`config.mk`:
```
export PLATFORM = sky130hd
export DESIGN_NAME = commit
export DESIGN_NICKNAME = d
export VERILOG_FILES = /design/src/common/isa_pkg.sv /design/src/common/pipe_pkg.sv /design/src/design/commit.sv
export SDC_FILE = /design/constraint.sdc
export NUM_CORES = 1
export LEC_CHECK = 0
export ABC_AREA = 1
export BUFFER_PORTS_ARGS = -buffer_cell sky130_fd_sc_hd__buf_2
export CELL_PAD_IN_SITES_DETAIL_PLACEMENT = 0
export CELL_PAD_IN_SITES_GLOBAL_PLACEMENT = 1
export CORE_MARGIN = 1.5
export CORE_UTILIZATION = 25
export CTS_BUF_LIST = sky130_fd_sc_hd__clkbuf_4
export DETAILED_ROUTE_END_ITERATION = 6
export GPL_ROUTABILITY_DRIVEN = 0
export PLACE_DENSITY_LB_ADDON = 0.1
export SLEW_MARGIN = 20
export SYNTH_ARGS = -nofsm -noshare
export SYNTH_HDL_FRONTEND = slang
export SYNTH_SLANG_ARGS = --single-unit
```
`constraint.sdc`:
```
create_clock -name clk -period 0.8 [get_ports clk]
set_clock_uncertainty 0.05 [all_clocks]
set_input_delay 0.04 -clock clk [delete_from_list [all_inputs] [get_ports clk]]
set_output_delay 0.04 -clock clk [all_outputs]
set_load 0.02 [all_outputs]
```
`src/common/isa_pkg.sv`:
```
// Core ISA definitions
`default_nettype none

package isa_pkg;

    localparam int NUM_REGS = 64;

    // Architectural register value and register number
    typedef logic [63:0] word_t;
    typedef logic [5:0]  reg_idx_t;

    // Fixed 32-bit instruction word
    typedef logic [31:0] inst_t;

    // Instruction field positions
    localparam int IMM_FORM_BIT = 31;
    localparam int OP_MSB       = 30;
    localparam int OP_LSB       = 28;
    localparam int RD_MSB       = 27;
    localparam int RD_LSB       = 22;
    localparam int RS1_MSB      = 21;
    localparam int RS1_LSB      = 16;
    localparam int RS2_MSB      = 15;
    localparam int RS2_LSB      = 10;
    localparam int IMM_MSB      = 15;
    localparam int IMM_LSB      = 0;

    // ALU operation codes with code 7 reserved and executed as add
    typedef enum logic [2:0] {
        ALU_ADD  = 3'd0,
        ALU_SUB  = 3'd1,
        ALU_AND  = 3'd2,
        ALU_OR   = 3'd3,
        ALU_XOR  = 3'd4,
        ALU_SHL  = 3'd5,
        ALU_SHR  = 3'd6,
        ALU_RSVD = 3'd7
    } alu_op_t;

endpackage

`default_nettype wire

```
`src/common/pipe_pkg.sv`:
```
// Pipeline shared types
`default_nettype none

package pipe_pkg;

    // Byte address of an instruction
    typedef logic [63:0] pc_t;

    // One busy flag per architectural register
    typedef logic [isa_pkg::NUM_REGS-1:0] busy_vec_t;

    // Program counter step for the fixed 32-bit encoding
    localparam pc_t INST_BYTES = 64'd4;

endpackage

`default_nettype wire

```
`src/design/commit.sv`:
```
// Commit and writeback stage
`timescale 1ns/100ps
`default_nettype none

module commit (
    input  logic              clk,
    input  logic              rst_n,
    input  logic              ex_valid,
    input  isa_pkg::reg_idx_t ex_rn,
    input  isa_pkg::word_t    ex_result,
    input  pipe_pkg::pc_t     ex_pc,
    output logic              wb_en,
    output isa_pkg::reg_idx_t wb_rn,
    output isa_pkg::word_t    wb_data,
    output pipe_pkg::pc_t     retire_pc
);

    always_ff @(posedge clk or negedge rst_n) begin
        if (!rst_n) begin
            wb_en <= 1'b0;
        end else begin
            wb_en <= ex_valid;
        end
    end

    // Writeback payload doubles as the retire trace
    always_ff @(posedge clk) begin
        if (ex_valid) begin
            wb_rn     <= ex_rn;
            wb_data   <= ex_result;
            retire_pc <= ex_pc;
        end
    end

endmodule

`default_nettype wire

```
==> results of run 1 <==
[per-stage QoR]
| step | instances | worst slack, ns | instance area [um^2] |
|---|---|---|---|
| global placement | 630 | -0.113 | 5790 |
| detailed placement | 630 | -0.116 | 5790 |
| floorplan | 135 | 0.261 | 4050 |
[kinds of logic after synthesis]
family and Yosys count:
flops 135
[synth_stat cells]
| library cell | count | area, um^2 |
|---|---|---|
| dfrtp_1 | 1 | 25.0 |
| edfxtp_1 | 134 | 4020 |
==> flow_metrics.py, run 1 <==
metrics = {
    "placement": {
        "numPortBuffers": 271,
        "dp_hpwl_um": 9140,
    },
    "clocking": {
        "cts_buffers": 17,
        "cts_root_buf": "clkbuf_4",
        "clock-sinks": 135,
        "cts_hold_buf": 133,
        "cts_setup_buffers": 0,
        "htreeDepth": 4,
        "cts_resized": 122,
        "clock_path_buffers": 2,
    },
    "logic_synthesis": {
        "synth-seq-cells": 135,
        "yosysWarnings": 0,
        "syn_inst": 135,
        "yosysSeqAreaShare": 1.00,
        "synthSimpleGateAreaFrac": 0,
        "synthXorXnorAreaFrac": 0,
        "synthMuxAreaShare": 0,
        "synthAdderAreaFrac": 0,
        "synth_compound_area_frac": 0,
        "synth_nets": 272,
        "ys_types": 2,
        "syn_area_per_cell_um2": 30.0,
        "syn_area_um2": 4050,
    },
    "floorplanning": {
        "rows": 46,
        "initial_core_util": 0.256,
        "die_w_um": 130,
        "ioPinCount": 272,
        "die_h_um": 130,
    },
    "outcome": {
        "stop_error": "[ERROR RSZ-0060] Max buffer count reached.",
        "status": "aborted with a tool error",
        "lastStage": "clock tree synthesis",
    },
}
==> run 2: changes to the inputs <==
--- a/config.mk
+++ b/config.mk
@@ -7,14 +7,11 @@
 export LEC_CHECK = 0
 export ABC_AREA = 1
 export BUFFER_PORTS_ARGS = -buffer_cell sky130_fd_sc_hd__buf_2
-export CELL_PAD_IN_SITES_DETAIL_PLACEMENT = 0
-export CELL_PAD_IN_SITES_GLOBAL_PLACEMENT = 1
 export CORE_MARGIN = 1.5
-export CORE_UTILIZATION = 25
-export CTS_BUF_LIST = sky130_fd_sc_hd__clkbuf_4
+export CORE_UTILIZATION = 20
 export DETAILED_ROUTE_END_ITERATION = 6
 export GPL_ROUTABILITY_DRIVEN = 0
-export PLACE_DENSITY_LB_ADDON = 0.1
+export PLACE_DENSITY_LB_ADDON = 0.15
 export SLEW_MARGIN = 20
 export SYNTH_ARGS = -nofsm -noshare
 export SYNTH_HDL_FRONTEND = slang
==> run 2 against run 1 <==
Compared with the run above:
- the flow now finishes, with violations (setup timing)
- synthesized cell count stayed put
- synthesized area stayed put
==> flow_metrics.py, run 2 <==
metrics = {
    "finish": {
        "num-nets-final": 709,
        "antennaDiodeCount": 0,
        "design_area_um2": 8350,
        "final_common_cell": "buf_2",
        "reg_top3": "retire_pc (64), wb_data (64), wb_rn (6)",
        "mostFrequentLayoutCells": "186 x buf_2, 137 x dlygate4sd3_1, 134 x edfxtp_1",
        "multiInputCombCellCount": 0,
        "syn2layout_area_growth_pct": 106,
        "layout-drive-gt1-share": 0.534,
        "multi_input_area_um2": 0,
    },
    "logic_synthesis": {
        "ys_top_cells_by_count": "134 x edfxtp_1, 1 x dfrtp_1",
        "syn_inst": 135,
        "syn_area_um2": 4050,
        "yosysMostFrequentCell": "edfxtp_1",
        "yosysTopAreaCell": "edfxtp_1",
        "synth_nets": 272,
        "synth_area_leaders": "edfxtp_1 99%, dfrtp_1 0.62%",
        "synth-edff-count": 134,
        "synthArstFlopShare": 0.00741,
        "ys.flop_type": "edfxtp_1",
        "yosysWarnings": 0,
        "ys_types": 2,
        "synth-seq-cells": 135,
        "syn_area_per_cell_um2": 30.0,
        "yosysTopAreaCellShare": 0.994,
        "yosysSeqAreaShare": 1.00,
    },
    "clocking": {
        "htreeDepth": 4,
        "clock_path_buffers": 2,
        "cts_buffers": 17,
        "cts_tree": "done",
        "clock-sinks": 135,
        "clk_pin_slew_ns": 0.06,
        "cts_root_buf": "clkbuf_16",
    },
    "run": {
        "maxCapViolations": 0,
    },
    "timing": {
        "min_period_over_period": 1.33,
        "rsz0062_at_grt": "true",
        "hold_violations": 0,
        "finalSetupViolCount": 135,
        "worst_pin_slew_ns": 0.203,
        "slew_headroom": 0.865,
        "timing.hold.ws_ns": 0.0618,
        "fin_ws_ns": -0.261,
        "drv_slew": 0,
        "fin_crit_ns": 1.06,
        "max_freq_mhz": 943,
    },
    "global_routing": {
        "grt_remaining_overflow": 0,
        "use_met3": 0.0428,
        "grt_pass1_vias": 3223,
        "top_usage_layer": "met2",
        "gr-usage-met2": 0.175,
        "track_usage": 0.104,
        "grt_max_degree": 36,
        "antenna_found_initial": 0,
        "grt_pass1_wl_um": 16800,
        "gr-usage-met1": 0.116,
    },
    "power_and_ir_drop": {
        "power.share.combinational": 0.140,
        "power_frac_clock": 0.412,
        "power.switching_mw": 4.44,
        "power_mw": 19.2,
        "power.density_nw_per_um2": 2300,
        "vdd_drop_max_mv": 1.44,
        "swShare": 0.231,
        "seqPwrFrac": 0.448,
        "p_leak_nw": 3.49,
        "p_int_mw": 14.8,
    },
    "min_path": {
        "min-delay-start": "ex_valid",
        "hp-class": "in2reg",
    },
    "critical_path": {
        "critPathMaxStageDelay_ns": 0.41,
        "cp-start-kind": "flip-flop",
        "worstSetupPathType": "reg2out",
        "setup.worst_path.start": "wb_data[12]",
        "crit_path_max_fanout": 1,
        "critical_path.top_delay_family": "flip-flops",
        "critPathSlowestCell": "edfxtp_1",
        "cp-end-kind": "output pin",
        "cp.arrival_ns": 0.97,
        "cp_data_required_time_ns": 0.71,
        "cp_num_buf_inv": 1,
        "crit_chain": "buf_6",
    },
    "floorplanning": {
        "die-area_um2": 21100,
        "core_area_um2": 19700,
        "die_w_um": 145,
        "die_h_um": 145,
        "initial_core_util": 0.206,
        "rows": 51,
        "ioPinCount": 272,
    },
    "placement": {
        "dp_hpwl_um": 7340,
        "numPortBuffers": 271,
        "placed_cell_area_um2": 5860,
        "dp_slack_ns": -0.0718,
    },
    "routing": {
        "avgRoutedWirePerCell_um": 13.2,
        "drc_errors": 0,
        "vias": 3025,
        "firstDrtPassIters": 4,
        "routed_wl_um": 11200,
        "initialDrtViolationCount": 76,
        "detail-route-antenna-nets": 0,
        "vias_per_cell": 3.56,
    },
    "outcome": {
        "violations": "setup timing",
        "status": "finished with violations",
    },
}
run 2: cell counts after synthesis:
No cell type changed its count.
run 2: area by class of cell:
type | instances | area, um^2
flip-flops and latches | 135 | 4050
fillers | 1828 | 11300
clock buffers | 17 | 425
well taps | 265 | 332
clock inverters | 14 | 175
repair buffers | 418 | 3370
run 2: kinds of logic (layout without fill, tap and decap cells):
group                  after synthesis  count (layout)  share of synthesized area
flip-flops                         135             135                       1.00
buffers and inverters                0             449                          0
run 2: final timing paths:
| kind | to | slack, ns | cells after the start |
|---|---|---|---|
| max | wb_data[12] | -0.26 | 1 |
| min | wb_data[36] | 0.06 | 2 |
| max in group asynchronous | wb_en | 0.19 | 3 |
| min in group asynchronous | wb_en | 0.41 | 3 |
run 2: per-stage QoR:
stage	utilization	instances	TNS [ns]
2_1_floorplan	-	135	0
3_3_place_gp	0.298	681	-2.25
3_5_place_dp	0.298	681	-3.37
4_1_cts	0.413	849	-33.34
5_1_grt	0.425	849	-35.70
6_report	0.425	849	-29.51
run 2: metal layers:
| layer | vias to the layer above | routed length (um) |
|---|---|---|
| li1 | 1424 | - |
| met1 | 1426 | 4480 |
| met2 | 163 | 5660 |
| met3 | 12 | 873 |
| met4 | 0 | 188 |
| met5 | - | 0 |
run 2: power by group through the flow:
stage | Combinational, mW | Sequential [mW] | Clock [mW]
after CTS | 2.54 | 8.58 | 8.18
after global routing | 2.83 | 8.67 | 8.41
final | 2.69 | 8.62 | 7.91
after detailed placement | 1.80 | 8.67 | 0
after global placement | 1.80 | 8.68 | 0
after floorplan | 0 | 9.43 | 0
run 2: timing repair:
item / in CTS / in global routing
gates resized for setup: 92 / 76
buffers inserted: 0 / 0
hold buffers: 137 / 0
endpoints found under the setup margin: 135 / 135
hold endpoints to repair: 136 / 0
No activity file was read; power rests on OpenSTA's default activity.
