`src/common/isa_pkg.sv`:
```
// Core ISA definitions
`default_nettype none

package isa_pkg;

    localparam int NUM_REGS = 64;

    // Architectural register value and register number
    typedef logic [63:0] word_t;
    typedef logic [5:0]  reg_idx_t;

    // Fixed 32-bit instruction word
    typedef logic [31:0] inst_t;

    // Instruction field positions
    localparam int IMM_FORM_BIT = 31;
    localparam int OP_MSB       = 30;
    localparam int OP_LSB       = 28;
    localparam int RD_MSB       = 27;
    localparam int RD_LSB       = 22;
    localparam int RS1_MSB      = 21;
    localparam int RS1_LSB      = 16;
    localparam int RS2_MSB      = 15;
    localparam int RS2_LSB      = 10;
    localparam int IMM_MSB      = 15;
    localparam int IMM_LSB      = 0;

    // ALU operation codes with code 7 reserved and executed as add
    typedef enum logic [2:0] {
        ALU_ADD  = 3'd0,
        ALU_SUB  = 3'd1,
        ALU_AND  = 3'd2,
        ALU_OR   = 3'd3,
        ALU_XOR  = 3'd4,
        ALU_SHL  = 3'd5,
        ALU_SHR  = 3'd6,
        ALU_RSVD = 3'd7
    } alu_op_t;

endpackage

`default_nettype wire

```
`src/common/pipe_pkg.sv`:
```
// Pipeline shared types
`default_nettype none

package pipe_pkg;

    // Byte address of an instruction
    typedef logic [63:0] pc_t;

    // One busy flag per architectural register
    typedef logic [isa_pkg::NUM_REGS-1:0] busy_vec_t;

    // Program counter step for the fixed 32-bit encoding
    localparam pc_t INST_BYTES = 64'd4;

endpackage

`default_nettype wire

```
`src/fetch/fetch.sv`:
```
// Instruction fetch unit
`timescale 1ns/100ps
`default_nettype none

module fetch #(
    parameter pipe_pkg::pc_t reset_pc = '0
) (
    input  logic           clk,
    input  logic           rst_n,
    output pipe_pkg::pc_t  imem_addr,
    output logic           imem_addr_valid,
    input  isa_pkg::inst_t imem_data,
    input  logic           imem_data_valid,
    output isa_pkg::inst_t fe_inst,
    output pipe_pkg::pc_t  fe_pc,
    output logic           fe_valid,
    input  logic           de_ready
);

    typedef enum logic [1:0] {
        ST_REQUEST,
        ST_WAIT_RELEASE,
        ST_HOLD
    } fetch_state_t;

    fetch_state_t  state;
    pipe_pkg::pc_t pc;
    logic          capture;
    logic          accept;

    // Word arrives while our request is still up
    assign capture = (state == ST_REQUEST) && imem_addr_valid && imem_data_valid;
    assign accept  = fe_valid && de_ready;

    // PC only moves after decode takes the word, so the address stays stable
    assign imem_addr = pc;
    assign fe_pc     = pc;

    always_ff @(posedge clk or negedge rst_n) begin
        if (!rst_n) begin
            state           <= ST_REQUEST;
            pc              <= reset_pc;
            imem_addr_valid <= 1'b0;
            fe_valid        <= 1'b0;
        end else begin
            if (accept) begin
                pc       <= pc + pipe_pkg::INST_BYTES;
                fe_valid <= 1'b0;
            end
            case (state)
                ST_REQUEST: begin
                    if (capture) begin
                        imem_addr_valid <= 1'b0;
                        fe_valid        <= 1'b1;
                        state           <= ST_WAIT_RELEASE;
                    end else if (!imem_data_valid) begin
                        imem_addr_valid <= 1'b1;
                    end
                end
                ST_WAIT_RELEASE: begin
                    // Memory must drop its valid before the next request
                    if (!imem_data_valid) begin
                        state <= (fe_valid && !accept) ? ST_HOLD : ST_REQUEST;
                    end
                end
                ST_HOLD: begin
                    if (accept) begin
                        state <= ST_REQUEST;
                    end
                end
                default: state <= ST_REQUEST;
            endcase
        end
    end

    always_ff @(posedge clk) begin
        if (capture) begin
            fe_inst <= imem_data;
        end
    end

endmodule

`default_nettype wire

```
`config.mk`:
```
export PLATFORM = sky130hd
export DESIGN_NAME = fetch
export DESIGN_NICKNAME = d
export VERILOG_FILES = /design/src/common/isa_pkg.sv /design/src/common/pipe_pkg.sv /design/src/fetch/fetch.sv
export SDC_FILE = /design/constraint.sdc
export NUM_CORES = 1
export LEC_CHECK = 0
export ABC_AREA = 1
export ABC_CLOCK_PERIOD_IN_PS = 4150
export BUFFER_PORTS_ARGS = -buffer_cell sky130_fd_sc_hd__buf_2
export CAP_MARGIN = 15
export CORE_MARGIN = 1.5
export CORE_UTILIZATION = 54
export DETAILED_ROUTE_END_ITERATION = 12
export PLACE_DENSITY = 0.86
export SYNTH_ARGS = -nofsm -noshare
export SYNTH_HDL_FRONTEND = slang
export SYNTH_SLANG_ARGS = --single-unit
```
`constraint.sdc`:
```
create_clock -name clk -period 4.15 [get_ports clk]
set_input_delay 0.83 -clock clk [delete_from_list [all_inputs] [get_ports clk]]
set_output_delay 0.83 -clock clk [all_outputs]
set_load 0.1 [all_outputs]
```
==> results.json, run 1 <==
{
  "status": "complete, no violations",
  "critical_path.top_delay_family": "flip-flops",
  "cts_resized": 0,
  "path_cells": "buf_2",
  "period_minus_slack_ps": 2250,
  "p_leak_nw": 3.20,
  "r2r.worst_path.cells": 8,
  "cp_data_required_time_ps": 3320,
  "grt_pass1_wl_mm": 19.8,
  "grt_pass1_vias": 4038,
  "path_class": "flip-flop to output pin",
  "r2r-end": "fe_pc[42]",
  "critPathLaunchType": "flip-flop",
  "portBuffers": 193,
  "pin_count": 198,
  "synth_top_area_frac": 0.306,
  "post_drt_wl_per_cell_um": 14.4,
  "slowest_delay_ps": 550,
  "routed_wl_mm": 13.1,
  "dp_hpwl_mm": 10.4,
  "worst_pin_slew_ps": 958,
  "finalSetupViolations": 0,
  "grt_overflow": 0,
  "die_area_mm2": 0.0106,
  "cts_tree": "done",
  "synthDistinctLibCells": 31,
  "seq_area_frac_synth": 0.484,
  "synth_cells": 632,
  "fin_nets": 811,
  "min-delay-start": "fe_pc[62]",
  "core_mm2": 0.00973,
  "grt_max_degree": 44,
  "drtIter0Drc": 230,
  "drc": 0,
  "hold_buffers": 0,
  "ctsRootBufferMaster": "clkbuf_8",
  "start_util": 0.555,
  "critPathBufInv": 1,
  "postCtsSetupRepairBufs": 0,
  "hold-path-endpoint": "fe_pc[62]",
  "clock_latency_ps": 380,
  "die_height_um": 103,
  "reg2reg_from": "fe_pc[3]",
  "numClockSinks": 98,
  "htree_levels": 3,
  "final_util": 0.646,
  "cts_max_path_buffers": 2,
  "final_common_cell": "buf_2",
  "antenna_found_initial": 0,
  "ys_warn_count": 0,
  "fin_setup_tns_ps": 0,
  "worst_path_max_delay_cell": "dfrtp_1",
  "n_fill_cell": 826,
  "synth_area_per_cell_um2": 8.54,
  "worstPathArrival_ps": 1420,
  "vias_per_cell": 5.00,
  "cp_max_fo": 6,
  "final_cell_mix": "193 x buf_2, 159 x nand2_1, 84 x nor2_1",
  "gp_congestion": 0.967,
  "area_delta_synth_final_pct": 16.3,
  "fp.dieW_um": 103,
  "n_antenna_cell": 0,
  "r2r_slack_ps": 2330,
  "synth_top_cell_by_area": "dfrtp_1",
  "rows": 36,
  "crit_path_end_kind": "output pin",
  "clock_skew_ps": 18.9,
  "synthTopCellsByArea": "dfrtp_1 31%, edfxtp_1 18%, nand2_1 11%, buf_4 9.2%, nor2_1 5.8%",
  "period_share": 0.542,
  "drive_gt1_frac": 0.318,
  "relSlewSlack": 0.362,
  "rsz0062_at_grt": "false",
  "antenna_left": 0,
  "hold_viol": 0,
  "drtPass1Iterations": 5,
  "hp-class": "flip-flop to flip-flop",
  "slew_violations": 0,
  "numCtsBuffers": 9,
  "ir_drop_mv": 0.188,
  "track_usage": 0.250,
  "cap_violations": 0,
  "power_density_mw_per_mm2": 266,
  "hold_depth": 2,
  "path_clk_slew_ps": 100,
  "vias": 4563,
  "syn_area_mm2": 0.00540,
  "clock.fmax_mhz": 445,
  "ys_ff_latch": 98
}
==> routing by layer <==
| layer | vias up | track usage | part of all wire |
|---|---|---|---|
| li1 | 2216 | - | - |
| met1 | 2100 | 0.312 | 0.41 |
| met2 | 218 | 0.434 | 0.49 |
| met3 | 29 | 0.0447 | 0.075 |
| met4 | 0 | 0.0915 | 0.025 |
| met5 | - | 0 | 0 |
==> state kept, by name (all words and copies together), names as in the netlist <==
signal / flops
fe_valid: 1
state: 2
fe_inst: 32
fe_pc: 62
imem_addr_valid: 1
==> cell type report <==
cell class / instances / area, µm² / area share
Timing Repair Buffer: 195 / 1000 / 0.159
Inverter: 69 / 259 / 0.0412
Clock buffer: 9 / 124 / 0.0197
Tap cell: 133 / 166 / 0.0265
Sequential cell: 98 / 2610 / 0.416
Multi-Input combinational cell: 401 / 2030 / 0.324
Clock inverter: 7 / 85.1 / 0.0135
==> where the power goes <==
group          internal [mW]  switching, mW
registers              0.998       0.000376
logic                 0.0127         0.0375
clock network          0.241          0.383
==> kinds of logic (layout without fill, tap and decap cells) <==
logic type,count (synthesis),after routing,share of synthesized area
AND/OR/NAND/NOR,350,350,0.300
flip-flops,98,98,0.484
XOR/XNOR,40,40,0.0649
other,1,4,0.000694
adder cells (fa/ha/maj),1,1,0.00232
buffers and inverters,136,280,0.142
AO/OA/AOI/OAI,6,6,0.00626
==> Yosys cell counts <==
master	number
and2_1	1
buf_4	66
nand4_1	20
xnor2_1	20
ha_1	1
o32ai_1	1
nor2_4	6
nor4_1	2
o21ai_1	1
conb_1	1
nor2_8	1
xor2_1	20
nand3b_1	3
nand2_4	1
nand3_4	1
nand2_1	159
and3_1	1
nor3_1	5
edfxtp_1	32
nor3_2	5
inv_1	67
nor2_1	84
nand3_1	40
o21ai_0	4
dfrtp_1	66
and2_4	1
nand3_2	3
inv_2	2
nor2_2	10
buf_6	1
nand2_2	7
==> how the worst max path moves through the flow <==
stage	start	endpoint	slack, ps	depth (start not counted)
finish	fe_pc[35]	fe_pc[35]	1900	1
global route	fe_pc[35]	imem_addr[35]	1880	1
CTS	fe_pc[35]	fe_pc[35]	1910	1
detailed placement	imem_data_valid	state[1]	1610	7
global placement	imem_data_valid	state[1]	1770	7
floorplan	fe_pc[4]	imem_addr[4]	1900	1
==> per-stage QoR <==
stage	hold WS, ps	instance area, µm²	total power, mW	worst slack, ps	instances
6_report	526	6280	1.67	1900	912
5_1_grt	575	6280	1.72	1880	912
3_5_place_dp	506	6040	1.07	1610	895
2_1_floorplan	489	5410	1.04	1900	635
4_1_cts	530	6250	1.68	1910	911
3_3_place_gp	501	6040	1.07	1770	895
Power figures use the tool's default switching activity.
==> run 2: changes to the inputs <==
ABC_CLOCK_PERIOD_IN_PS = 1900   (was 4150)
CORE_UTILIZATION = 45   (was 54)
PLACE_DENSITY = 0.77   (was 0.86)
clock period = 1.9 ns   (was 4.15 ns; I/O delays follow)
==> results.json, run 2 (synthesized netlist as in run 1, its figures left out) <==
{
  "die_height_um": 113,
  "routed_wl_mm": 14.0,
  "grt_max_degree": 33,
  "register_area_mm2": 0.00268,
  "period_share": 0.905,
  "post_drt_wl_per_cell_um": 15.1,
  "worst_pin_slew_ps": 507,
  "fin_nets": 819,
  "clock_skew_ps": 6.46,
  "hold_viol": 19,
  "final_cell_mix": "193 x buf_2, 159 x nand2_1, 84 x nor2_1",
  "vias": 4592,
  "cap_violations": 0,
  "die_area_mm2": 0.0127,
  "relSlewSlack": 0.662,
  "cts_max_path_buffers": 2,
  "drive_gt1_frac": 0.393,
  "power_density_mw_per_mm2": 633,
  "hold_buffers": 0,
  "worst_path_max_delay_cell": "dfrtp_2",
  "p_leak_nw": 3.21,
  "critPathLaunchType": "flip-flop",
  "finalSetupViolations": 0,
  "numCtsBuffers": 9,
  "total_power_mw": 4.13,
  "rows": 39,
  "grt_overflow": 0,
  "postCtsSetupRepairBufs": 0,
  "cts_tree": "done",
  "hp-class": "input pin to asynchronous set/reset pin",
  "antenna_found_initial": 0,
  "violations": "design-rule violations, negative hold slack",
  "path_common_cell": "nand2_1",
  "vias_per_cell": 4.94,
  "grt_pass1_wl_mm": 22.1,
  "rsz0062_at_grt": "false",
  "numClockSinks": 98,
  "drtIter0Drc": 373,
  "crit_path_end_kind": "flip-flop",
  "drc": 19,
  "dp_cells": 914,
  "slowest_delay_ps": 430,
  "path_class": "flip-flop to flip-flop",
  "n_fill_cell": 1044,
  "cp_max_fo": 5,
  "ir_drop_mv": 0.416,
  "pin_count": 198,
  "clock_latency_ps": 350,
  "n_antenna_cell": 0,
  "final_util": 0.565,
  "cp_data_required_time_ps": 2140,
  "multi_input_area_mm2": 0.00204,
  "status": "finished, violations left",
  "track_usage": 0.226,
  "dp_hpwl_mm": 11.2,
  "period_minus_slack_ps": 1720,
  "worstPathArrival_ps": 1960,
  "largest_reg_flops": 62,
  "portBuffers": 193,
  "fin_setup_tns_ps": 0,
  "final_common_cell": "buf_2",
  "gp_congestion": 0.919,
  "cts_resized": 0,
  "start_util": 0.467,
  "clock.fmax_mhz": 582,
  "grt_pass1_vias": 4311,
  "antenna_left": 0,
  "htree_levels": 3,
  "ctsRootBufferMaster": "clkbuf_16",
  "path_clk_slew_ps": 70,
  "drtPass1Iterations": 11,
  "fp.dieW_um": 113,
  "whs_ps": -7.44,
  "area_delta_synth_final_pct": 21.0,
  "slew_violations": 0,
  "path_cells": "nand2_1, nor2_1, nand2_1, nor2_1, nand2_1, nor2_1, nand3_1, nand2_1, nand2_1",
  "post_layout_nonfiller_instances": 930,
  "core_mm2": 0.0116
}
run 2: cell count changes in the layout (fill, tap and decap cells not counted), moves of 7 or more:
| cell | change |
|---|---|
| buf_4 | +7 |
| dfrtp_1 | -52 |
| clkbuf_16 | +9 |
| dfrtp_2 | +52 |
| clkbuf_8 | -9 |
run 2: final cells by class:
class,count,share of cell area
tap,143,0.0274
sequential,98,0.410
multi-input combinational,401,0.313
clock buffer,9,0.0345
clock inverter,7,0.0124
inverter,69,0.0402
timing repair buffer,203,0.163
run 2: critical path, delay by kind of cell (launching register included):
family        cells  cell delay, ps
flops             1             430
simple gates      9            1190
run 2: final timing paths:
check | depth (start not counted) | end | slack, ps | from
max in group asynchronous | 2 | fe_pc[28] | 1290 | rst_n
max reg2reg | 9 | fe_pc[53] | 180 | fe_pc[21]
max | 9 | fe_pc[53] | 180 | fe_pc[21]
min | 1 | fe_pc[62] | -7 | rst_n
min reg2reg | 1 | fe_pc[27] | 510 | fe_pc[27]
min in group clk | 1 | fe_inst[19] | 200 | imem_data[19]
run 2: per-stage QoR:
stage               hold slack [ps]  instance area, µm²  setup slack [ps]
detailed placement              380                6220               212
CTS                            1.25                6530               188
floorplan                      84.4                5480              4.54
global route                   41.0                6540              22.4
finish                        -7.44                6540               181
global placement                377                6220               238
run 2: report_power, final:
part	switching [mW]	leakage, nW	total, mW	internal (mW)
registers	0.000817	1.10	2.18	2.18
logic	0.0826	1.95	0.114	0.0318
clock network	0.897	0.150	1.84	0.943
run 2: per-layer routing:
| metal | vias up | global-route usage | share of wire |
|---|---|---|---|
| met1 | 2138 | 0.303 | 0.44 |
| met5 | - | 0 | 0 |
| met3 | 26 | 0.0286 | 0.067 |
| met4 | 0 | 0.0962 | 0.027 |
| met2 | 195 | 0.372 | 0.46 |
| li1 | 2233 | - | - |
