<file path="src/common/isa_pkg.sv">
// Core ISA definitions
`default_nettype none

package isa_pkg;

    localparam int NUM_REGS = 64;

    // Architectural register value and register number
    typedef logic [63:0] word_t;
    typedef logic [5:0]  reg_idx_t;

    // Fixed 32-bit instruction word
    typedef logic [31:0] inst_t;

    // Instruction field positions
    localparam int IMM_FORM_BIT = 31;
    localparam int OP_MSB       = 30;
    localparam int OP_LSB       = 28;
    localparam int RD_MSB       = 27;
    localparam int RD_LSB       = 22;
    localparam int RS1_MSB      = 21;
    localparam int RS1_LSB      = 16;
    localparam int RS2_MSB      = 15;
    localparam int RS2_LSB      = 10;
    localparam int IMM_MSB      = 15;
    localparam int IMM_LSB      = 0;

    // ALU operation codes with code 7 reserved and executed as add
    typedef enum logic [2:0] {
        ALU_ADD  = 3'd0,
        ALU_SUB  = 3'd1,
        ALU_AND  = 3'd2,
        ALU_OR   = 3'd3,
        ALU_XOR  = 3'd4,
        ALU_SHL  = 3'd5,
        ALU_SHR  = 3'd6,
        ALU_RSVD = 3'd7
    } alu_op_t;

endpackage

`default_nettype wire

</file>
<file path="src/common/pipe_pkg.sv">
// Pipeline shared types
`default_nettype none

package pipe_pkg;

    // Byte address of an instruction
    typedef logic [63:0] pc_t;

    // One busy flag per architectural register
    typedef logic [isa_pkg::NUM_REGS-1:0] busy_vec_t;

    // Program counter step for the fixed 32-bit encoding
    localparam pc_t INST_BYTES = 64'd4;

endpackage

`default_nettype wire

</file>
<file path="src/design/scoreboard.sv">
// Register busy scoreboard
`timescale 1ns/100ps
`default_nettype none

module scoreboard (
    input  logic                clk,
    input  logic                rst_n,
    input  logic                issue,
    input  isa_pkg::reg_idx_t   rd_rn,
    input  logic                wb_en,
    input  isa_pkg::reg_idx_t   wb_rn,
    output pipe_pkg::busy_vec_t busy_vec
);

    pipe_pkg::busy_vec_t busy_q;

    assign busy_vec = busy_q;

    always_ff @(posedge clk or negedge rst_n) begin
        if (!rst_n) begin
            busy_q <= '0;
        end else begin
            // Release first so a same-cycle issue to that register wins
            if (wb_en) begin
                busy_q[wb_rn] <= 1'b0;
            end
            if (issue) begin
                busy_q[rd_rn] <= 1'b1;
            end
            // r0 never blocks issue
            busy_q[0] <= 1'b0;
        end
    end

endmodule

`default_nettype wire

</file>
<file path="config.mk">
export PLATFORM = sky130hd
export DESIGN_NAME = scoreboard
export DESIGN_NICKNAME = d
export VERILOG_FILES = /design/src/common/isa_pkg.sv /design/src/common/pipe_pkg.sv /design/src/design/scoreboard.sv
export SDC_FILE = /design/constraint.sdc
export NUM_CORES = 1
export LEC_CHECK = 0
export BUFFER_PORTS_ARGS = -buffer_cell sky130_fd_sc_hd__buf_2
export CAP_MARGIN = 20
export CORE_MARGIN = 2
export CORE_UTILIZATION = 40
export CTS_BUF_LIST = sky130_fd_sc_hd__clkbuf_2
export CTS_CLUSTER_SIZE = 8
export DETAILED_ROUTE_END_ITERATION = 16
export PLACE_DENSITY = 0.67
export SLEW_MARGIN = 15
export SYNTH_ARGS = -nofsm -noshare
export SYNTH_HDL_FRONTEND = slang
export SYNTH_SLANG_ARGS = --single-unit
</file>
<file path="constraint.sdc">
create_clock -name clk -period 0.8 [get_ports clk]
set_input_delay 0.16 -clock clk [delete_from_list [all_inputs] [get_ports clk]]
set_output_delay 0.16 -clock clk [all_outputs]
set_load 0.01 [all_outputs]
</file>
==> metrics.md, run 1 <==
| Metric | Value |
|---|---|
| # port buffers | 78 |
| Worst slack at placement | -0.456 ns |
| Buffers & Inverters on Critical Path | 1 |
| Critical path's top delay family | flip-flops |
| Summed negative setup slack over all endpoints | -25.62 ns |
| Total power divided by cell area | 2270 nW/um^2 |
| Number of failing setup endpoints in the final timing report | 65 |
| Synthesized flop and latch total | 63 |
| Flip-flop and latch area | 1580 sq um |
| Hold path endpoint | busy_vec[60] |
| Category of the critical setup timing path | register to output port |
| Worst Hold Depth | 3 |
| Antenna diode count | 0 |
| Cells taking the most area after synthesis | sky130_fd_sc_hd__dfrtp_1 60%, sky130_fd_sc_hd__o21ai_0 11%, sky130_fd_sc_hd__o21ai_1 11%, sky130_fd_sc_hd__o41ai_1 2.7%, sky130_fd_sc_hd__nand3b_1 2.0% |
| Maximum number of pins on one net before global-route repair | 64 |
| Via count of the first global-routing pass | 2397 |
| # IOs | 80 |
| Data arrival time of the critical path | 1.10 ns |
| Post-layout total power | 0.00851 W |
| RSZ-0062 raised after global routing | true |
| Die outline area | 7210 sq um |
| Post-synthesis cell type with the largest combined area | sky130_fd_sc_hd__dfrtp_1 |
| Count of unique library cells instantiated by Yosys | 25 |
| Worst Reg2Reg Path Length in Cells | 3 |
| Crit path required time | 0.64 ns |
| Clock root buffer | sky130_fd_sc_hd__clkbuf_2 |
| Total number of nets in the final design | 397 |
| Hold_ws | 0.0731 ns |
| Worst Setup Start Kind | register |
| Tcrit/Tclk final | 158% |
| Share of the synthesized area in the top cell type | 60.2% |
| Routed wire length per instance | 17.6 microns |
| Global-route wire length before repair | 12800 microns |
| Cells traversed along the worst timing path | buf_2 |
| Layout filler cell count | 549 |
| Clk Latency, worst-skew pair | 0.49 ns |
| First-pass iteration count of the detailed router | 5 |
| Max reg flops | 63 |
| R2r endpoint | busy_vec[63] |
| Post-route core utilization | 59.0% |
| Multi-input logic area | 1070 sq um |
| Post-DP HPWL | 5440 microns |
| Number of vias after detailed routing | 2572 |
| Post-Synthesis Cell Area | 2620 sq um |
| Critical Path Max Stage Delay | 0.45 ns |
| Antenna violations before repair | 0 |
| Worst Hold Class | input pin to register |
| Width of the die | 84.9 microns |
| Growth of design area from synthesis to finish | 43.0% |
| Maximum resistive drop on vdd | 1120 uV |
| Antenna-violating nets left | 0 |
| Share of synthesized area occupied by flip-flops and latches | 60.2% |
| Die H | 84.9 microns |
| Rows | 29 |
| Failing checks | setup timing |
| Starting density of the core | 41.2% |
| Commonest non-fill, non-tap cells in the layout | 76 x sky130_fd_sc_hd__o21ai_1, 76 x sky130_fd_sc_hd__buf_2, 63 x sky130_fd_sc_hd__dfrtp_1 |
| Minimum clock period | 1.26 ns |
| Number of failing hold endpoints at the final stage | 0 |
| Routed vias/inst | 5.58 |
| Largest buffer count on any clock path | 2 |
| Fmax | 794 MHz |
| Number of max-capacitance violations reported | 0 |
| GRT Util Overall | 23.2% |
| Number of standard cells after synthesis | 247 |
| Worst Skew | 0 ns |
| Clock tree from TritonCTS | yes |
| Post-Syn Nets | 263 |
| Synthesis Warnings | 0 |
| Cell with the biggest individual delay on the critical path | sky130_fd_sc_hd__dfrtp_1 |
| Cts bufs inserted | 9 |
| Final-report max-slew violation count | 0 |
| Slack of the critical path | -0.460 ns |
| Startpoint of the worst-slack reg-to-reg timing path | busy_vec[63] |
| Status | finished with violations |
| Total routed wirelength | 8100 microns |
| Average footprint of a synthesized cell | 10.6 sq um |
| H-Tree Level Count | 3 |
| Share of layout cells above drive strength 1 | 45.1% |
| Overall overflow remaining after global route | 0 |
| Sink Count | 63 |
| CTS clock-pin slew for the worst setup and hold paths | 0.19 ns |
| Worst setup EP type | output port |
| Area of the core region | 6350 sq um |
| Beginning of the worst hold path | rd_rn[0] |
| Leakage component of the power | 1.75 nW |
| Flop2flop setup slack | -0.02 ns |
| Post-detailed-route DRC marker count | 0 |
| CP Max Fanout | 2 |
| 1st-iter DRT viols | 187 |
| Routability congestion estimate | 0.853 |
## synthesized netlist by cell type
master                       n
sky130_fd_sc_hd__clkbuf_1    2
sky130_fd_sc_hd__nor2b_1     2
sky130_fd_sc_hd__buf_2       9
sky130_fd_sc_hd__buf_4       1
sky130_fd_sc_hd__o21ai_0    60
sky130_fd_sc_hd__inv_1       4
sky130_fd_sc_hd__conb_1      1
sky130_fd_sc_hd__nor2_1      1
sky130_fd_sc_hd__or3_1       2
sky130_fd_sc_hd__nand2_1     4
sky130_fd_sc_hd__o41ai_1     8
sky130_fd_sc_hd__o21ai_1    56
sky130_fd_sc_hd__buf_6       1
sky130_fd_sc_hd__and2b_1     1
sky130_fd_sc_hd__nand4b_1    3
sky130_fd_sc_hd__and3_1      1
sky130_fd_sc_hd__or3b_1      6
sky130_fd_sc_hd__o31ai_1     2
sky130_fd_sc_hd__nand2b_1    1
sky130_fd_sc_hd__nand3b_1    7
sky130_fd_sc_hd__dfrtp_1    63
sky130_fd_sc_hd__nand3_1     5
sky130_fd_sc_hd__nand4bb_1   3
sky130_fd_sc_hd__or4b_4      1
sky130_fd_sc_hd__nand4_1     3
## stage by stage
stage               cell area, sq um  std cells
floorplan                       2680        247
global placement                3320        423
detailed placement              3320        423
CTS                             3600        459
global route                    3740        461
finish                          3740        461
## report_power, final
part           switching, W  internal [W]
logic               0.00127       0.00128
registers          0.000362       0.00380
clock network       0.00112      0.000667
## routing by layer
metal | share of wire (%) | global-route usage (%) | up-vias
li1 | - | - | 1197
met1 | 45 | 33.3 | 1260
met2 | 47 | 34.9 | 105
met3 | 6.4 | 4.38 | 10
met4 | 1.5 | 9.38 | 0
met5 | 0 | 0 | -
## cell type report
| type | count | share of cell area [%] |
|---|---|---|
| clock buffers | 9 | 1.20 |
| clock inverters | 5 | 1.37 |
| inverters | 4 | 0.401 |
| multi-input cells | 167 | 28.6 |
| flip-flops and latches | 63 | 42.1 |
| well taps | 77 | 2.57 |
| repair buffers | 136 | 23.7 |
## repair_timing
item / 4_1_cts / 5_1_grt
hold buffers: 1 / 0
setup buffers: 21 / 8
resized for setup: 4 / 36
setup endpoints to repair: 63 / 83
hold endpoints to repair: 63 / 0
## logic make-up after synthesis
family | after synthesis | synth area share, %
AO/OA/AOI/OAI | 126 | 25.4
flip-flops | 63 | 60.2
AND/OR/NAND/NOR | 40 | 10.9
buffers and inverters | 17 | 3.30
other | 1 | 0.143
## how the worst max path moves through the flow
stage	start	endpoint	depth (start not counted)
4_1_cts	busy_vec[32]	busy_vec[32]	1
3_3_place_gp	wb_rn[4]	busy_vec[32]	4
2_1_floorplan	wb_en	busy_vec[48]	4
6_report	busy_vec[32]	busy_vec[32]	1
5_1_grt	busy_vec[27]	busy_vec[27]	1
3_5_place_dp	wb_rn[5]	busy_vec[61]	6
No activity file was read; power rests on OpenSTA's default activity.
==> run 2, diff against run 1 <==
--- a/config.mk
+++ b/config.mk
@@ -12,6 +12,7 @@
 export CTS_BUF_LIST = sky130_fd_sc_hd__clkbuf_2
 export CTS_CLUSTER_SIZE = 8
 export DETAILED_ROUTE_END_ITERATION = 16
+export MAX_ROUTING_LAYER = met4
 export PLACE_DENSITY = 0.67
 export SLEW_MARGIN = 15
 export SYNTH_ARGS = -nofsm -noshare
==> run 2 against run 1 <==
Against the previous run: the flow still finishes with violations (setup timing); hold slack better by 0.037 ns; critical path type unchanged; critical endpoint unchanged; total power is 0.21% lower; fmax is 1.7% higher; first-iteration DRC count is 4.3% higher.
==> metrics.md, run 2 (synthesized netlist as in run 1, its figures left out) <==
| Metric | Value |
|---|---|
| Growth of design area from synthesis to finish | 43.0% (unchanged) |
| Crit path required time | 0.64 ns (about the same) |
| Cell with the biggest individual delay on the critical path | sky130_fd_sc_hd__dfrtp_1 |
| Buffers & Inverters on Critical Path | 1 (unchanged) |
| Starting density of the core | 41.2% (unchanged) |
| Minimum clock period | 1.24 ns (-0.0210 ns) |
| H-Tree Level Count | 3 (unchanged) |
| Final Non-Filler Cells | 461 (unchanged) |
| Total number of nets in the final design | 397 (unchanged) |
| GRT Util Overall | 23.9% (+0.69 points) |
| Clock tree from TritonCTS | yes |
| Total routed wirelength | 8120 microns (+0.26%) |
| Critical Path Max Stage Delay | 0.45 ns (about the same) |
| Number of failing setup endpoints in the final timing report | 66 (+1.5%) |
| Number of cells after detailed placement | 423 (unchanged) |
| Antenna diode count | 0 (unchanged) |
| Routed vias/inst | 5.59 (+0.27%) |
| Failing checks | setup timing |
| Leakage component of the power | 1.75 nW (unchanged) |
| Share of layout cells above drive strength 1 | 45.1% (unchanged) |
| Worst Reg2Reg Path Length in Cells | 3 (unchanged) |
| Commonest non-fill, non-tap cells in the layout | 76 x sky130_fd_sc_hd__o21ai_1, 76 x sky130_fd_sc_hd__buf_2, 63 x sky130_fd_sc_hd__dfrtp_1 |
| Slack of the critical path | -0.439 ns (+0.0210 ns) |
| Sink Count | 63 (unchanged) |
| Routability congestion estimate | 0.867 (+1.6%) |
| RSZ-0062 raised after global routing | true |
| Stages on worst setup path | 1 (unchanged) |
| Post-detailed-route DRC marker count | 0 (unchanged) |
| Fmax | 807 MHz (+1.7%) |
| # IOs | 80 (unchanged) |
| Clk Latency, worst-skew pair | 0.46 ns (-0.03 ns) |
| Routed wire length per instance | 17.6 microns (+0.26%) |
| Largest buffer count on any clock path | 2 (unchanged) |
| Clock root buffer | sky130_fd_sc_hd__clkbuf_2 |
| Category of the critical setup timing path | register to output port |
| Width of the die | 84.9 microns (unchanged) |
| 1st-iter DRT viols | 195 (+4.3%) |
| Die outline area | 7210 sq um (unchanged) |
| Overall overflow remaining after global route | 0 (unchanged) |
| Worst Setup Start Kind | register |
| Post-DP HPWL | 5440 microns (unchanged) |
| Worst setup EP type | output port |
| Antenna violations before repair | 0 (unchanged) |
| Die H | 84.9 microns (unchanged) |
| # port buffers | 78 (unchanged) |
| CP Max Fanout | 2 (unchanged) |
| Area of the core region | 6350 sq um (unchanged) |
| Cts bufs inserted | 9 (unchanged) |
| CTS clock-pin slew for the worst setup and hold paths | 0.19 ns (about the same) |
| Worst Hold Class | input pin to register |
| Summed negative setup slack over all endpoints | -24.07 ns (+1.55 ns) |
| Status | finished with violations |
| Number of vias after detailed routing | 2579 (+0.27%) |
| Number of failing hold endpoints at the final stage | 0 (unchanged) |
| Via count of the first global-routing pass | 2410 (+0.54%) |
| Antenna-violating nets left | 0 (unchanged) |
| Worst Skew | 0 ns (unchanged) |
| Worst Hold Depth | 3 (unchanged) |
| Maximum number of pins on one net before global-route repair | 64 (unchanged) |
| Cells traversed along the worst timing path | buf_2 |
| Total power divided by cell area | 2270 nW/um^2 (-0.21%) |
| First-pass iteration count of the detailed router | 5 (unchanged) |
| Critical path's top delay family | flip-flops |
| Maximum resistive drop on vdd | 1120 uV (unchanged) |
| Data arrival time of the critical path | 1.08 ns (-0.02 ns) |
| Number of max-capacitance violations reported | 0 (unchanged) |
| Tcrit/Tclk final | 155% (-2.6 points) |
| Max reg flops | 63 (unchanged) |
| Final-report max-slew violation count | 0 (unchanged) |
| Global-route wire length before repair | 12800 microns (about the same) |
| Rows | 29 (unchanged) |
[run 2: cell counts in the layout (fill, tap and decap cells not counted)]
Identical to the previous run, type by type.
[run 2: final cells by class]
| cell class | count | area (sq um) |
|---|---|---|
| fillers | 549 | 2610 |
| repair buffers | 136 | 887 |
| clock inverters | 5 | 51.3 |
| flip-flops and latches | 63 | 1580 |
| well taps | 77 | 96.3 |
| inverters | 4 | 15.0 |
| multi-input cells | 167 | 1070 |
| clock buffers | 9 | 45.0 |
[run 2: stage by stage]
step | hold WS [ns] | cell area [sq um] | util, % | total power, W | setup WS (ns)
2_1_floorplan | -0.136 | 2680 | - | 0.00516 | -0.244
3_3_place_gp | 0.192 | 3320 | 52.4 | 0.00617 | -0.429
3_5_place_dp | 0.200 | 3320 | 52.4 | 0.00623 | -0.456
4_1_cts | 0.0363 | 3600 | 56.7 | 0.00830 | -0.466
5_1_grt | 0.0634 | 3740 | 59.0 | 0.00901 | -0.524
6_report | 0.110 | 3740 | 59.0 | 0.00849 | -0.439
[run 2: per-layer routing]
metal | part of all wire, % | vias up | GRT usage, %
met4 | 0.91 | 0 | 9.38
met1 | 46 | 1261 | 33.5
li1 | - | 1197 | -
met3 | 6.0 | 6 | 3.89
met5 | 0 | - | -
met2 | 47 | 115 | 35.0
[run 2: repair_timing]
item,CTS,global route
hold buffers,1,0
hold endpoints to repair,63,0
endpoints found under the setup margin,63,83
setup buffers,21,8
gates resized for setup,4,36
pin swaps,0,0
[run 2: final timing paths]
check / slack [ns] / startpoint / end
min: 0.11 / rd_rn[1] / busy_vec[60]
max reg2reg: -0.02 / busy_vec[63] / busy_vec[63]
max in group asynchronous: 0.30 / rst_n / busy_vec[52]
min in group asynchronous: 0.20 / rst_n / busy_vec[42]
max: -0.44 / busy_vec[32] / busy_vec[32]
min reg2reg: 0.52 / busy_vec[33] / busy_vec[33]
[run 2: power by group]
group / switching, W / leakage [nW] / internal [W]
sequential: 0.000361 / 0.805 / 0.00380
clock: 0.00110 / 0.0611 / 0.000668
combinational: 0.00127 / 0.883 / 0.00128
total: 0.00274 / 1.75 / 0.00575
